### config.mk
export PLATFORM = sky130hd
export DESIGN_NAME = sw_debounce_top
export DESIGN_NICKNAME = d
export VERILOG_FILES = /design/src/sw_cfg_pkg.sv /design/src/evt_pkg.sv /design/src/debounce.sv /design/src/sw_channel.sv /design/src/event_arbiter.sv /design/src/event_fifo.sv /design/src/sw_debounce_top.sv
export SDC_FILE = /design/constraint.sdc
export NUM_CORES = 1
export LEC_CHECK = 0
export BUFFER_PORTS_ARGS = -buffer_cell sky130_fd_sc_hd__buf_2
export CAP_MARGIN = 20
export CORE_AREA = 5 5 180 130
export DETAILED_ROUTE_END_ITERATION = 16
export DIE_AREA = 0 0 185 135
export HOLD_SLACK_MARGIN = 0.05
export PLACE_DENSITY = 0.43
export SLEW_MARGIN = 20
export SYNTH_ARGS = -nofsm -noshare
export SYNTH_HDL_FRONTEND = slang
export SYNTH_SLANG_ARGS = --single-unit
### constraint.sdc
create_clock -name clk_i -period 9.61 [get_ports clk_i]
set_input_delay 0.961 -clock clk_i [delete_from_list [all_inputs] [get_ports clk_i]]
set_output_delay 0.961 -clock clk_i [all_outputs]
set_load 0.005 [all_outputs]
### src/sw_cfg_pkg.sv
`default_nettype none

//////////////////////////////////////////////////
// Switch bank sizing
//////////////////////////////////////////////////

package sw_cfg_pkg;

   // Upper bound on switches in one bank
   localparam int unsigned MAX_SW = 8;

   // Index width, enough to name any of MAX_SW switches
   localparam int unsigned SW_IDX_W = 3;

   //////////////////////////////////////////////////
   // Defaults picked up by the top level
   //////////////////////////////////////////////////

   // Stability counter width
   // 2^(bits-2) stable cycles accept a new level
   localparam int unsigned DEF_DEBOUNCE_BITS = 14;

   // Event queue entries, power of two
   localparam int unsigned DEF_FIFO_DEPTH = 8;

endpackage : sw_cfg_pkg

`default_nettype wire

### src/evt_pkg.sv
`default_nettype none

//////////////////////////////////////////////////
// Event record encodings
//////////////////////////////////////////////////

package evt_pkg;

   // Event opcode stored in the queue
   // Switches are active low, a press is a debounced fall
   typedef enum logic
   {
      EVT_PRESS   = 1'b0,
      EVT_RELEASE = 1'b1
   } evt_kind_e;

   // Per-channel holder state
   // One event can wait for the queue at a time
   typedef enum logic
   {
      CH_IDLE    = 1'b0,
      CH_PENDING = 1'b1
   } ch_state_e;

endpackage : evt_pkg

`default_nettype wire

### src/debounce.sv
`default_nettype none

module debounce #(
   parameter int unsigned DEBOUNCE_BITS = 14
) (
   input  logic clk_i,
   input  logic resetn_i,
   input  logic switch_i,
   output logic level_o,
   output logic press_o,
   output logic release_o
);

   // Top bit of the stability counter doubles as its saturation flag
   localparam int unsigned CNT_MSB = DEBOUNCE_BITS - 2;

   // Two-flop synchronizer
   logic             sync1_q;
   logic             sync2_q;
   // Stability counter
   logic [CNT_MSB:0] cnt_q;
   logic             cnt_clr;
   logic             cnt_sat;
   // Debounced level is high while pressed
   logic             level_q;
   // Edge detector delay line
   logic             level_d1_q;
   logic             level_d2_q;
   logic             press_q;
   logic             release_q;

   if (DEBOUNCE_BITS < 3)
   begin : g_bad_bits
      $error("debounce: DEBOUNCE_BITS must be at least 3");
   end

   //////////////////////////////////////////////////
   // Synchronizer and stability counter
   //////////////////////////////////////////////////

   // Any difference between the flops restarts the count
   assign cnt_clr = sync1_q ^ sync2_q;
   assign cnt_sat = cnt_q[CNT_MSB];

   always_ff @(posedge clk_i or negedge resetn_i)
   begin
      if (!resetn_i)
      begin
         // Released switch idles high
         sync1_q <= 1'b1;
         sync2_q <= 1'b1;
      end
      else
      begin
         sync1_q <= switch_i;
         sync2_q <= sync1_q;
      end
   end

   always_ff @(posedge clk_i or negedge resetn_i)
   begin
      if (!resetn_i)
         cnt_q <= '0;
      else if (cnt_clr)
         cnt_q <= '0;
      else if (!cnt_sat)
         cnt_q <= cnt_q + 1'b1;   // holds once the top bit is set
   end

   //////////////////////////////////////////////////
   // Debounced level and edge pulses
   //////////////////////////////////////////////////

   always_ff @(posedge clk_i or negedge resetn_i)
   begin
      if (!resetn_i)
      begin
         level_q    <= 1'b0;
         level_d1_q <= 1'b0;
         level_d2_q <= 1'b0;
         press_q    <= 1'b0;
         release_q  <= 1'b0;
      end
      else
      begin
         // Inverted so a low input reads as pressed
         if (cnt_sat)
            level_q <= ~sync2_q;
         level_d1_q <= level_q;
         level_d2_q <= level_d1_q;
         // One-cycle pulses two cycles behind the level
         press_q    <= level_d1_q & ~level_d2_q;
         release_q  <= ~level_d1_q & level_d2_q;
      end
   end

   assign level_o   = level_q;
   assign press_o   = press_q;
   assign release_o = release_q;

   // The stability count keeps the new level in place until its pulse is out
   assert property (@(posedge clk_i) disable iff (!resetn_i)
      press_o |-> level_o);
   assert property (@(posedge clk_i) disable iff (!resetn_i)
      release_o |-> !level_o);

endmodule : debounce

`default_nettype wire

### src/sw_channel.sv
`default_nettype none

module sw_channel #(
   parameter int unsigned DEBOUNCE_BITS = 14
) (
   input  logic               clk_i,
   input  logic               resetn_i,
   input  logic               switch_i,
   input  logic               gnt_i,
   output logic               req_o,
   output evt_pkg::evt_kind_e kind_o,
   output logic               overrun_o
);

   import evt_pkg::*;

   logic      press;
   logic      release_p;
   logic      pulse;
   ch_state_e state_q;
   evt_kind_e kind_q;
   logic      overrun_q;

   // Clean edge source, level itself not needed here
   debounce #(
      .DEBOUNCE_BITS (DEBOUNCE_BITS)
   ) i_debounce (
      .clk_i     (clk_i),
      .resetn_i  (resetn_i),
      .switch_i  (switch_i),
      .level_o   (),
      .press_o   (press),
      .release_o (release_p)
   );

   assign pulse = press | release_p;

   //////////////////////////////////////////////////
   // One-deep pending event
   //////////////////////////////////////////////////

   always_ff @(posedge clk_i or negedge resetn_i)
   begin
      if (!resetn_i)
      begin
         state_q   <= CH_IDLE;
         overrun_q <= 1'b0;
      end
      else if (pulse)
      begin
         // Holder still busy, drop the new event
         if (state_q == CH_PENDING && !gnt_i)
            overrun_q <= 1'b1;
         else
            state_q <= CH_PENDING;
      end
      else if (gnt_i)
         state_q <= CH_IDLE;
   end

   // Kind follows an accepted pulse
   always_ff @(posedge clk_i)
   begin
      if (pulse && (state_q == CH_IDLE || gnt_i))
         kind_q <= press ? EVT_PRESS : EVT_RELEASE;
   end

   assign req_o     = (state_q == CH_PENDING);
   assign kind_o    = kind_q;
   assign overrun_o = overrun_q;

   // Arbiter only grants a requesting channel
   assert property (@(posedge clk_i) disable iff (!resetn_i)
      (state_q == CH_IDLE) |-> !gnt_i);

endmodule : sw_channel

`default_nettype wire

### src/event_arbiter.sv
`default_nettype none

module event_arbiter #(
   parameter int unsigned NUM_SW = 4
) (
   input  logic                              clk_i,
   input  logic                              resetn_i,
   input  logic [NUM_SW-1:0]                 req_i,
   input  logic                              full_i,
   output logic [NUM_SW-1:0]                 gnt_o,
   output logic [sw_cfg_pkg::SW_IDX_W-1:0]   gnt_idx_o,
   output logic                              wr_en_o
);

   import sw_cfg_pkg::*;

   // Last granted index
   logic [SW_IDX_W-1:0] ptr_q;
   logic [NUM_SW-1:0]   gnt;
   logic [SW_IDX_W-1:0] gnt_idx;
   logic                found;

   //////////////////////////////////////////////////
   // Rotating priority search
   //////////////////////////////////////////////////

   // Scan starts one past the pointer and wraps
   always_comb
   begin
      int cand;
      gnt     = '0;
      gnt_idx = '0;
      found   = 1'b0;
      for (int off = 1; off <= int'(NUM_SW); off++)
      begin
         cand = int'(ptr_q) + off;
         if (cand >= int'(NUM_SW))
            cand = cand - int'(NUM_SW);
         // First requester wins, nothing while the queue is full
         if (!found && !full_i && req_i[cand])
         begin
            found      = 1'b1;
            gnt[cand]  = 1'b1;
            gnt_idx    = cand[SW_IDX_W-1:0];
         end
      end
   end

   // Pointer moves onto the winner
   // Reset value puts index 0 first
   always_ff @(posedge clk_i or negedge resetn_i)
   begin
      if (!resetn_i)
         ptr_q <= SW_IDX_W'(NUM_SW - 1);
      else if (found)
         ptr_q <= gnt_idx;
   end

   assign gnt_o     = gnt;
   assign gnt_idx_o = gnt_idx;
   assign wr_en_o   = |gnt;

   // At most one writer per cycle
   assert property (@(posedge clk_i) disable iff (!resetn_i)
      $onehot0(gnt_o));

endmodule : event_arbiter

`default_nettype wire

### src/event_fifo.sv
`default_nettype none

module event_fifo #(
   parameter int unsigned FIFO_DEPTH = 8
) (
   input  logic                            clk_i,
   input  logic                            resetn_i,
   input  logic                            wr_en_i,
   input  logic [sw_cfg_pkg::SW_IDX_W-1:0] wr_idx_i,
   input  evt_pkg::evt_kind_e              wr_kind_i,
   input  logic                            pop_i,
   output logic                            full_o,
   output logic                            evt_valid_o,
   output logic [sw_cfg_pkg::SW_IDX_W-1:0] evt_idx_o,
   output evt_pkg::evt_kind_e              evt_kind_o
);

   import sw_cfg_pkg::*;
   import evt_pkg::*;

   localparam int unsigned AW = $clog2(FIFO_DEPTH);

   // Entry storage, index and kind side by side
   logic [SW_IDX_W-1:0] mem_idx [FIFO_DEPTH];
   evt_kind_e           mem_kind [FIFO_DEPTH];

   logic [AW-1:0] wr_ptr_q;
   logic [AW-1:0] rd_ptr_q;
   logic [AW:0]   count_q;
   logic          empty;
   logic          full;
   logic          do_wr;
   logic          do_rd;

   if (FIFO_DEPTH < 2 || (FIFO_DEPTH & (FIFO_DEPTH - 1)) != 0)
   begin : g_bad_depth
      $error("event_fifo: FIFO_DEPTH must be a power of two, at least 2");
   end

   assign empty = (count_q == '0);
   assign full  = (count_q == (AW+1)'(FIFO_DEPTH));

   // Pop on an empty queue is ignored
   assign do_wr = wr_en_i & ~full;
   assign do_rd = pop_i & ~empty;

   //////////////////////////////////////////////////
   // Pointers and occupancy
   //////////////////////////////////////////////////

   always_ff @(posedge clk_i or negedge resetn_i)
   begin
      if (!resetn_i)
      begin
         wr_ptr_q <= '0;
         rd_ptr_q <= '0;
         count_q  <= '0;
      end
      else
      begin
         // Power-of-two depth, pointers wrap on their own
         if (do_wr)
            wr_ptr_q <= wr_ptr_q + 1'b1;
         if (do_rd)
            rd_ptr_q <= rd_ptr_q + 1'b1;
         if (do_wr && !do_rd)
            count_q <= count_q + 1'b1;
         else if (do_rd && !do_wr)
            count_q <= count_q - 1'b1;
      end
   end

   always_ff @(posedge clk_i)
   begin
      if (do_wr)
      begin
         mem_idx[wr_ptr_q]  <= wr_idx_i;
         mem_kind[wr_ptr_q] <= wr_kind_i;
      end
   end

   // Fall-through head
   assign evt_valid_o = ~empty;
   assign evt_idx_o   = mem_idx[rd_ptr_q];
   assign evt_kind_o  = mem_kind[rd_ptr_q];
   assign full_o      = full;

   // Arbiter withholds grants while full
   assert property (@(posedge clk_i) disable iff (!resetn_i)
      full |-> !wr_en_i);

endmodule : event_fifo

`default_nettype wire

### src/sw_debounce_top.sv
`default_nettype none

module sw_debounce_top #(
   parameter int unsigned NUM_SW        = 4,
   parameter int unsigned DEBOUNCE_BITS = sw_cfg_pkg::DEF_DEBOUNCE_BITS,
   parameter int unsigned FIFO_DEPTH    = sw_cfg_pkg::DEF_FIFO_DEPTH
) (
   input  logic                            clk_i,
   input  logic                            resetn_i,
   input  logic [NUM_SW-1:0]               switch_i,
   input  logic                            pop_i,
   output logic                            evt_valid_o,
   output logic [sw_cfg_pkg::SW_IDX_W-1:0] evt_idx_o,
   output evt_pkg::evt_kind_e              evt_kind_o,
   output logic [NUM_SW-1:0]               overrun_o
);

   import sw_cfg_pkg::*;
   import evt_pkg::*;

   logic [NUM_SW-1:0]   req;
   logic [NUM_SW-1:0]   gnt;
   evt_kind_e           ch_kind [NUM_SW];
   logic [SW_IDX_W-1:0] gnt_idx;
   logic                wr_en;
   evt_kind_e           wr_kind;
   logic                full;

   if (NUM_SW < 1 || NUM_SW > MAX_SW)
   begin : g_bad_num_sw
      $error("sw_debounce_top: NUM_SW out of range");
   end

   //////////////////////////////////////////////////
   // Switch channels
   //////////////////////////////////////////////////

   for (genvar i = 0; i < NUM_SW; i++)
   begin : g_ch
      sw_channel #(
         .DEBOUNCE_BITS (DEBOUNCE_BITS)
      ) i_sw_channel (
         .clk_i     (clk_i),
         .resetn_i  (resetn_i),
         .switch_i  (switch_i[i]),
         .gnt_i     (gnt[i]),
         .req_o     (req[i]),
         .kind_o    (ch_kind[i]),
         .overrun_o (overrun_o[i])
      );
   end

   // Kind of the granted channel goes to the queue
   always_comb
   begin
      wr_kind = EVT_PRESS;
      for (int i = 0; i < int'(NUM_SW); i++)
      begin
         if (gnt[i])
            wr_kind = ch_kind[i];
      end
   end

   event_arbiter #(
      .NUM_SW (NUM_SW)
   ) i_event_arbiter (
      .clk_i     (clk_i),
      .resetn_i  (resetn_i),
      .req_i     (req),
      .full_i    (full),
      .gnt_o     (gnt),
      .gnt_idx_o (gnt_idx),
      .wr_en_o   (wr_en)
   );

   event_fifo #(
      .FIFO_DEPTH (FIFO_DEPTH)
   ) i_event_fifo (
      .clk_i       (clk_i),
      .resetn_i    (resetn_i),
      .wr_en_i     (wr_en),
      .wr_idx_i    (gnt_idx),
      .wr_kind_i   (wr_kind),
      .pop_i       (pop_i),
      .full_o      (full),
      .evt_valid_o (evt_valid_o),
      .evt_idx_o   (evt_idx_o),
      .evt_kind_o  (evt_kind_o)
   );

endmodule : sw_debounce_top

`default_nettype wire

### Word level (Yosys, flattened, before mapping)

Memories as Yosys holds them, arrays and structs flattened.
Index checks and enable logic that the tools add are counted.

* flip-flop bits (word level): 105
* bits in writable memories: 32
* bits of input ports: 7
* output and inout port bits: 9
* memories: 2

Memory list
* i_event_fifo.mem_idx: depth 8, bits a word 3, rd ports 1, clocked after Yosys merged registers in 0, write ports 1, RTL line event_fifo.sv:24 `logic [SW_IDX_W-1:0] mem_idx [FIFO_DEPTH];`
* i_event_fifo.mem_kind: depth 8, bits a word 1, rd ports 1, clocked after Yosys merged registers in 0, write ports 1, RTL line event_fifo.sv:25 `evt_kind_e mem_kind [FIFO_DEPTH];`

* add/sub/neg operators: 16
* $lt $le $gt $ge: 12
* equal/unequal tests: 9
* muxes and demuxes: 68
* bitwise gates (word level): 39
* reduce and logical (&&, ||, !) cells: 50

Operators by type and width (number)
* 32-bit by 1-bit greater-or-equal comparator with 1-bit output, second input constant: 4
* 32-bit by 4-bit greater-or-equal comparator with 1-bit output, second input constant: 4
* 32-bit by 4-bit less-than comparator with 1-bit output, second input constant: 4
* 32-bit 2-to-1 mux: 4
* 32-bit by 4-bit subtractor with 32-bit output, second input constant: 4
* 13-bit 2-to-1 mux: 8
* 13-bit by 1-bit adder with 13-bit output, second input constant: 4
* 1-bit 2-to-1 mux: 38
* 4-bit 2-to-1 mux: 6
* 1-bit logical AND: 21
* 1-bit inverter: 18
* 2-bit AND reduction: 8
* 3-bit 2-to-1 mux: 4
* 4-bit bitwise OR: 3
* 1-bit AND: 10
* 1-bit zero test: 10
* 2-bit nonzero test: 5
* 3-bit by 2-bit adder with 4-bit output, second input constant: 2
* 1-bit binary-select mux with 2-bit select: 4
* 1-bit demux with 2-bit select: 4
* 2-bit by 1-bit != test with 1-bit output, second input constant: 4
* 2-bit != test, second input constant: 4
* 3-bit by 1-bit adder with 3-bit output, second input constant: 2
* 3-bit by 1-bit adder with 4-bit output, second input constant: 1
* other kinds (9): 18

### Logic depth before layout (Yosys ltp)

Gate-level depths: netlist of run 1.

* depth in word-level cells: 26
* gate-level depth with buffers: 18
* depth with buffers taken out: 15

### Modules after synthesis

Synthesis of run 1 repeated with hierarchy kept, for this count alone.

* cells, all modules: 548
* area total of the unflattened synthesis: 6777.8 um2

By module, submodules not included
* debounce: times used 4, cells each 74, area each 873.3 um2, seq. area each 503.0 um2
* event_fifo: times used 1, cells each 109, area each 1879.3 um2, seq. area each 1211.2 um2
* event_arbiter: times used 1, cells each 102, area each 910.9 um2, seq. area each 77.6 um2
* sw_channel: times used 4, cells each 9, area each 111.4 um2, seq. area each 80.1 um2
* sw_debounce_top: times used 1, cells each 5, area each 48.8 um2, seq. area each 0.0 um2

### Least setup slack after synthesis of run 1

OpenSTA, ideal clock, no wires.

* path type: register to register
* start: register i_event_arbiter.ptr_q[1]
* end: register i_event_fifo.count_q[3]
* arrival time: 3.992 ns
* required time: 9.485 ns
* path slack: 5.493 ns
* cell stages (with the launch flop): 18
* path buffers: 2
* clock period less this slack: 4.117 ns
* cell sequence: dfstp_2 clkbuf_1 inv_1 ha_1 mux4_2 nor4b_2 and2_1 a221oi_2 nand4_2 buf_6 ha_1 inv_1 ha_1 a21o_1 a21oi_1 xnor2_1 nor2_1 xor2_1

* word-level cells in the longest chain between the ends: 25
* elaborated cells between the ends (all ways): 75
* classes of those cells: 8 x add/sub; 12 x order compare; 32 x mux; 4 x bitwise; 19 x reduce/logical

RTL lines
* start: declaration: RTL line event_arbiter.sv:18 `logic [SW_IDX_W-1:0] ptr_q;`
* start signal: assignment: RTL line event_arbiter.sv:54 `ptr_q <= SW_IDX_W'(NUM_SW - 1);`
* start signal: assignment: RTL line event_arbiter.sv:56 `ptr_q <= gnt_idx;`
* parallel branches: the longest is 19 deep, another holds 32-bit by 4-bit subtractor with 32-bit output
* 4-bit 2-to-1 mux *: RTL line event_arbiter.sv:40 `if (!found && !full_i && req_i[cand])`
* 4-bit OR reduction *: RTL line event_arbiter.sv:61 `assign wr_en_o = |gnt;`
* 1-bit AND *: RTL line event_fifo.sv:44 `assign do_wr = wr_en_i & ~full;`
* via i_event_fifo.do_wr: RTL line event_fifo.sv:32 `logic do_wr;`
* 1-bit zero test: RTL line event_fifo.sv:68 `else if (do_rd && !do_wr)`
* 1-bit logical AND: RTL line event_fifo.sv:68
* 2-bit nonzero test (no source line)
* end signal: assignment: RTL line event_fifo.sv:67 `count_q <= count_q + 1'b1;`
* end signal: assignment: RTL line event_fifo.sv:69 `count_q <= count_q - 1'b1;`
* end: declaration: RTL line event_fifo.sv:29 `logic [AW:0] count_q;`

Mark *: on every way through the listed nets, which the timed path passes. The select of a mux whose other input is x is not followed.
A chain may end at the register's enable or synchronous reset.

### Worst setup path in the final report of run 1

* start: register i_event_arbiter.ptr_q[0]
* end: register i_event_fifo.count_q[3]

* word-level cells in the longest chain between the ends: 25
* elaborated cells between the ends (all ways): 75
* classes of those cells: 8 x add/sub; 12 x order compare; 32 x mux; 4 x bitwise; 19 x reduce/logical

RTL lines (RTL line)
* parallel branches: the longest is 19 deep, another holds 32-bit by 4-bit subtractor with 32-bit output
* 4-bit 2-to-1 mux *: event_arbiter.sv:40
* 4-bit OR reduction *: event_arbiter.sv:61
* 1-bit AND *: event_fifo.sv:44
* 1-bit zero test: event_fifo.sv:68
* 1-bit logical AND: event_fifo.sv:68
* 2-bit nonzero test (no source line)

Every way passes the cells marked *. The select of a mux whose other input is x is not followed.

==> run summary, run 1 <==
Status: finished, final reports clean
H-tree Lvls: 4
Post-synth top cells: dfrtp_1 (91), nor2_1 (52), nand2_1 (38)
Hold WS: 0.371 ns
Clk pwr share: 0.533
First-pass DRT Iterations: 5
Most flop-heavy register: g_ch.i_sw_channel.i_debounce.cnt_q
Critical path arrival: 4.88 ns
Synth unique cells: 59
Post-synth EDFFs: 36
First-pass GRT wire length: 19700 µm
Iter 0 DRT Violations: 203
HP Class: reg2reg
Synth Register Bits: 137
Syn Area/Cell: 12.3 µm²
Via count: 3812
Top post-synthesis cells by area: dfrtp_1 (36%), edfxtp_1 (17%), dfstp_2 (4.2%)
Biggest regs: g_ch.i_sw_channel.i_debounce.cnt_q (52), i_event_fifo.mem_idx (24), i_event_fifo.mem_kind (8)
Share of total power in sequential cells: 0.440
Post-CTS setup repair buffer count: 0
Slew HR: 0.335
Clk sinks: 137
Vias in the first global route: 3754
Cts bufs inserted: 17
PwrDens: 191 mW/mm²
Root buffer cell: clkbuf_16
Layout area overhead: 16.2%
WP data required: 9.91 ns
Inserted Diodes: 0
Post-synthesis sequential area ratio: 0.574
Number of flip-flops in the largest register: 52
Port Buffer Count: 15
Synthesized net count: 540
Internal: 1110 µW
Final setup vio count: 0
Post-synth top area share: 0.361
Initial core utilization: 0.295
Critical path peak fanout: 17
Most frequent cell after synthesis: dfrtp_1
Die W: 185 µm
Post-CTS resize count: 0
Core area: 0.0214 mm²
Cell accounting for the most synthesized area: dfrtp_1
CP Launch Type: register
Fillers: 2084
Clock latency at the later pin of the worst-skew pair: 0.42 ns
Largest net degree at the start of global routing: 75
GPL Wtd Cong: 0.809
F_max: 218 MHz
Synth async-reset ratio: 0.737
Post-Synthesis Cells: 514
YS warnings: 0
Post-synth top flop: dfrtp_1
Initial antenna violation count: 0
Share of cells above drive strength 1: 0.165
RSZ-0062 raised after global routing: false
IO Count: 16
Clk slew on worst S/H paths: 0.06 ns
CTS tree: done
Post-Route Setup TNS: 0 ns
Grt ovf: 0
Peak supply drop: 0.101 mV
LEAKAGE: 0.00302 µW
Switching Share: 0.208
Final core utilization: 0.342
Total die area: 0.0250 mm²
Layout Skew: 0.0114 ns
Die Ht: 135 µm
Fin. max-slew vios: 0
Switch Pwr: 291 µW
Final worst path period need: 4.59 ns
Via density per instance: 4.62
WL final: 11800 µm
Routed Antenna Nets: 0
Std cell rows: 45
GRT Total Usage: 0.101
DP HPWL: 7910 µm
Combinational share of power: 0.028
Clock Tree Buf Depth: 2
Final Hold Viols: 0
Worst Tran Pin Value: 0.994 ns
Max-cap violations: 0
Final #Nets: 557
DRC violations left: 0
WL/cell: 14.3 µm
Mapped Area: 0.00630 mm²
Critical path type: reg2reg
Final period util: 0.477
CTS Hold Bufs: 0
Element type at the critical path end: register
==> through the flow <==
step	total power, µW	instance area, µm²	worst slack [ns]	instances
final	1400	7320	5.02	826
after global routing	1450	7320	4.69	826
after CTS	1420	7300	5.04	824
after detailed placement	665	6630	5.04	792
after global placement	663	6630	5.19	792
after floorplan	648	6300	5.49	514
==> area by class of cell <==
cell class                      count  area [µm²]  share of cell area
Sequential cell                   137        3620               0.494
Inverter                           14        52.6             0.00717
Multi-Input combinational cell    343        2520               0.344
Tap cell                          282         353              0.0482
Clock buffer                       18         429              0.0586
Clock inverter                     14         241              0.0330
Timing Repair Buffer               18         110              0.0150
==> per-layer routing <==
metal,up-vias,GRT usage,wire (µm)
li1,1861,-,-
met1,1899,0.146,6250
met2,42,0.138,4940
met3,10,0.0358,492
met4,0,0.0342,141
met5,-,0,0
==> final timing paths <==
check,start,end,slack (ns),cells after the start
hold / removal,g_ch[3].i_sw_channel.i_debounce.sync1_q,g_ch[3].i_sw_channel.i_debounce.sync2_q,0.37,0
setup reg to reg,i_event_arbiter.ptr_q[0],i_event_fifo.count_q[3],5.02,15
min in group asynchronous,resetn_i,g_ch[2].i_sw_channel.i_debounce.cnt_q[12],0.47,1
max in group asynchronous,resetn_i,i_event_fifo.wr_ptr_q[2],8.10,3
hold reg to reg,g_ch[3].i_sw_channel.i_debounce.sync1_q,g_ch[3].i_sw_channel.i_debounce.sync2_q,0.37,0
setup / recovery,i_event_arbiter.ptr_q[0],i_event_fifo.count_q[3],5.02,15
==> cells by family (layout without fill, tap and decap cells) <==
group / after synthesis / count (layout) / synth area share
flip-flops: 137 / 137 / 0.574
AO/OA/AOI/OAI: 73 / 73 / 0.0804
AND/OR/NAND/NOR: 182 / 182 / 0.155
XOR/XNOR: 40 / 40 / 0.0556
multiplexers: 29 / 29 / 0.0695
buffers and inverters: 34 / 64 / 0.0264
adder cells (fa/ha/maj): 19 / 19 / 0.0389
==> cells in the final DEF (no fill, tap or decap), drive strengths merged, types with 7 or more instances in the layout <==
| master | synthesis | final |
|---|---|---|
| o21ai | 19 | 19 |
| nor2b | 15 | 15 |
| or3 | 15 | 15 |
| xor2 | 29 | 29 |
| dfrtp | 91 | 91 |
| mux4 | 11 | 11 |
| edfxtp | 36 | 36 |
| xnor2 | 11 | 11 |
| a21oi | 21 | 21 |
| nand2 | 38 | 38 |
| mux2i | 10 | 10 |
| inv | 14 | 17 |
| ha | 18 | 18 |
| mux2 | 8 | 8 |
| buf | 9 | 17 |
| nand4 | 8 | 8 |
| nor2 | 52 | 52 |
| and3 | 10 | 10 |
| dfstp | 10 | 10 |
| nand3 | 7 | 7 |
| clkbuf | 11 | 19 |
==> power by group through the flow <==
stage	clock network [µW]	logic [µW]	registers (µW)
2_1_floorplan	0	23.2	625
3_3_place_gp	0	37.6	626
3_5_place_dp	0	38.8	626
4_1_cts	764	39.2	615
5_1_grt	790	45.7	616
6_report	746	38.5	615
==> critical path: stages, from the launching register on <==
cell,delay [ns]
dfstp_2,0.74
inv_1,0.20
ha_1,0.44
mux4_2,0.38
nor4b_2,0.20
and2_1,0.26
a221oi_2,0.53
nand4_2,0.37
ha_1,0.33
inv_1,0.11
ha_1,0.24
a21o_1,0.18
a21oi_1,0.17
xnor2_1,0.13
nor2_1,0.06
xor2_1,0.14
Note: power is estimated with default switching activity, not from simulation.
==> run 2, diff against run 1 <==
--- a/config.mk
+++ b/config.mk
@@ -11,7 +11,7 @@
 export DETAILED_ROUTE_END_ITERATION = 16
 export DIE_AREA = 0 0 185 135
 export HOLD_SLACK_MARGIN = 0.05
-export PLACE_DENSITY = 0.43
+export PLACE_DENSITY = 0.44
 export SLEW_MARGIN = 20
 export SYNTH_ARGS = -nofsm -noshare
 export SYNTH_HDL_FRONTEND = slang
==> constraint.sdc (replaced) <==
create_clock -name clk_i -period 3.9 [get_ports clk_i]
set_input_delay 0.39 -clock clk_i [delete_from_list [all_inputs] [get_ports clk_i]]
set_output_delay 0.39 -clock clk_i [all_outputs]
set_load 0.005 [all_outputs]
==> run summary, run 2 (synthesis results as in run 1) <==
WL/cell: 14.1 µm (-1.5%)
Via count: 3905 (+2.4%)
Fin area: 0.00741 mm² (+1.1%)
Inserted Diodes: 0 (unchanged)
Final worst setup slack: 0.221 ns (-4.80 ns)
Status: finished, final reports clean
Crit-path slowest cell: dfstp_2
Max-cap violations: 0 (unchanged)
F_max: 272 MHz (+25%)
Std cell rows: 45 (unchanged)
Critical path arrival: 3.99 ns (-0.89 ns)
Clock latency at the later pin of the worst-skew pair: 0.42 ns (about the same)
Most flop-heavy register: g_ch.i_sw_channel.i_debounce.cnt_q
CP peak stage delay: 0.52 ns (-0.22 ns)
First-pass DRT Iterations: 4 (-1)
Element type at the critical path end: register
Grt ovf: 0 (unchanged)
Die Ht: 135 µm (unchanged)
Worst Tran Pin Value: 1.01 ns (+0.0157 ns)
Vias in the first global route: 3981 (+6.0%)
Number of flip-flops in the largest register: 52 (unchanged)
Share of cells above drive strength 1: 0.199 (+0.0335)
DRC violations left: 0 (unchanged)
Worst slack at placement: -0.0631 ns (-5.10 ns)
Initial core utilization: 0.295 (unchanged)
Slew HR: 0.318 (-0.0170)
Final Hold Viols: 0 (unchanged)
Root buffer cell: clkbuf_16
Final #Nets: 571 (+2.5%)
Via density per instance: 4.65 (+0.73%)
WP data required: 4.21 ns (-5.70 ns)
GR Layer Usage met2: 0.156 (+0.0178)
Clk sinks: 137 (unchanged)
Final period util: 0.943 (+0.466)
LEAKAGE: 0.00306 µW (+1.3%)
Critical path type: reg2reg
DP HPWL: 8130 µm (+2.8%)
Port Buffer Count: 15 (unchanged)
CP Cell Sequence: inv_1 -> ha_4 -> mux4_2 -> a221o_2 -> nor4_4 -> a221oi_4 -> nand4_2 -> ha_1 -> inv_1 -> ha_1 -> a21o_1 -> a21oi_1 -> xnor2_1 -> nor2_1 -> xor2_1
Met1 usage: 0.139 (-0.00754)
Final setup vio count: 0 (unchanged)
CP Launch Type: register
Fin. max-slew vios: 0 (unchanged)
Die W: 185 µm (unchanged)
Critical path peak fanout: 6 (-11)
Largest net degree at the start of global routing: 86 (+15%)
Iter 0 DRT Violations: 272 (+34%)
IO Count: 16 (unchanged)
Commonest cells after routing, fill and taps aside: dfrtp_1 (91), nor2_1 (52), nand2_1 (38)
Core area: 0.0214 mm² (unchanged)
First-pass GRT wire length: 20300 µm (+2.6%)
PwrDens: 434 mW/mm² (+130%)
Biggest regs: g_ch.i_sw_channel.i_debounce.cnt_q (52), i_event_fifo.mem_idx (24), i_event_fifo.mem_kind (8)
WL final: 11900 µm (+0.19%)
Final worst path period need: 3.68 ns (-0.908 ns)
GRT Total Usage: 0.102 (+0.00157)
Dpl cell area: 0.00676 mm² (+2.0%)
Initial antenna violation count: 0 (unchanged)
Peak supply drop: 0.208 mV (+110%)
Met3 Use GR: 0.0339 (-0.00188)
Layout Skew: 0.0178 ns (+0.00642 ns)
Most common cell after layout, fill and taps aside: dfrtp_1
Gr busiest metal: met2
RSZ-0062 raised after global routing: false
Cts bufs inserted: 17 (unchanged)
Layout area overhead: 17.5%
Clk slew on worst S/H paths: 0.06 ns (about the same)
HP Class: in2async
Clock Tree Buf Depth: 2 (unchanged)
CTS tree: done
Total die area: 0.0250 mm² (unchanged)
H-tree Lvls: 4 (unchanged)
Routed Antenna Nets: 0 (unchanged)
GPL Wtd Cong: 0.838 (+3.6%)
[run 2: power by group]
part           internal [µW]  switching, µW
combinational           32.7           60.0
clock                    953            650
sequential              1490           21.6
[run 2: cell type report]
class	instances	area, µm²
fill	2077	14000
timing repair buffer	32	211
multi-input combinational	343	2580
inverter	14	52.6
tap	282	353
sequential	137	3620
clock buffer	17	425
clock inverter	15	165
[run 2: repair_timing]
item                                   in CTS  in global routing
pin swaps                                   0                  1
setup endpoints to repair                   1                  1
setup buffers                               0                  1
endpoints found under the hold margin       1                  0
resized for setup                           1                  5
hold buffers                                1                  0
[run 2: per-layer routing]
layer | routed length (µm) | up-vias
li1 | - | 1889
met1 | 5820 | 1945
met4 | 150 | 0
met3 | 505 | 15
met5 | 0 | -
met2 | 5380 | 56
[run 2: path summary, 6_finish.rpt]
| path | from | endpoint | slack (ns) | cells after the start |
|---|---|---|---|---|
| max in group asynchronous | resetn_i | g_ch[3].i_sw_channel.i_debounce.release_o | 3.09 | 2 |
| hold reg to reg | g_ch[1].i_sw_channel.i_debounce.sync1_q | g_ch[1].i_sw_channel.i_debounce.sync2_q | 0.37 | 0 |
| hold / removal | resetn_i | g_ch[2].i_sw_channel.i_debounce.cnt_q[3] | 0.01 | 1 |
| setup reg to reg | i_event_arbiter.ptr_q[1] | i_event_fifo.count_q[3] | 0.22 | 15 |
| min in group clk_i | switch_i[1] | g_ch[1].i_sw_channel.i_debounce.sync1_q | 0.07 | 1 |
| setup / recovery | i_event_arbiter.ptr_q[1] | i_event_fifo.count_q[3] | 0.22 | 15 |
[run 2: critical path: cells and delay by family (launching register included)]
kind,cells,cell delay (ns)
and+or+nand+nor,3,0.58
muxes,1,0.35
xor gates and xnor gates,2,0.27
DFF,1,0.52
buffers and inverters,2,0.18
adders and majority gates,3,0.79
AOI/OAI and AO/OA,4,0.88
[run 2: per-stage QoR]
stage                     TNS [ns]  power (µW)  hold slack, ns  utilization  cells
final                            0        3210          0.0129        0.346    840
after global routing             0        3350          0.0506        0.346    840
after CTS                        0        3270          0.0517        0.344    839
after detailed placement   -0.0631        1640           0.363        0.316    806
after global placement    -0.00406        1630           0.361        0.316    806
after floorplan                  0        1600          0.0944            -    514
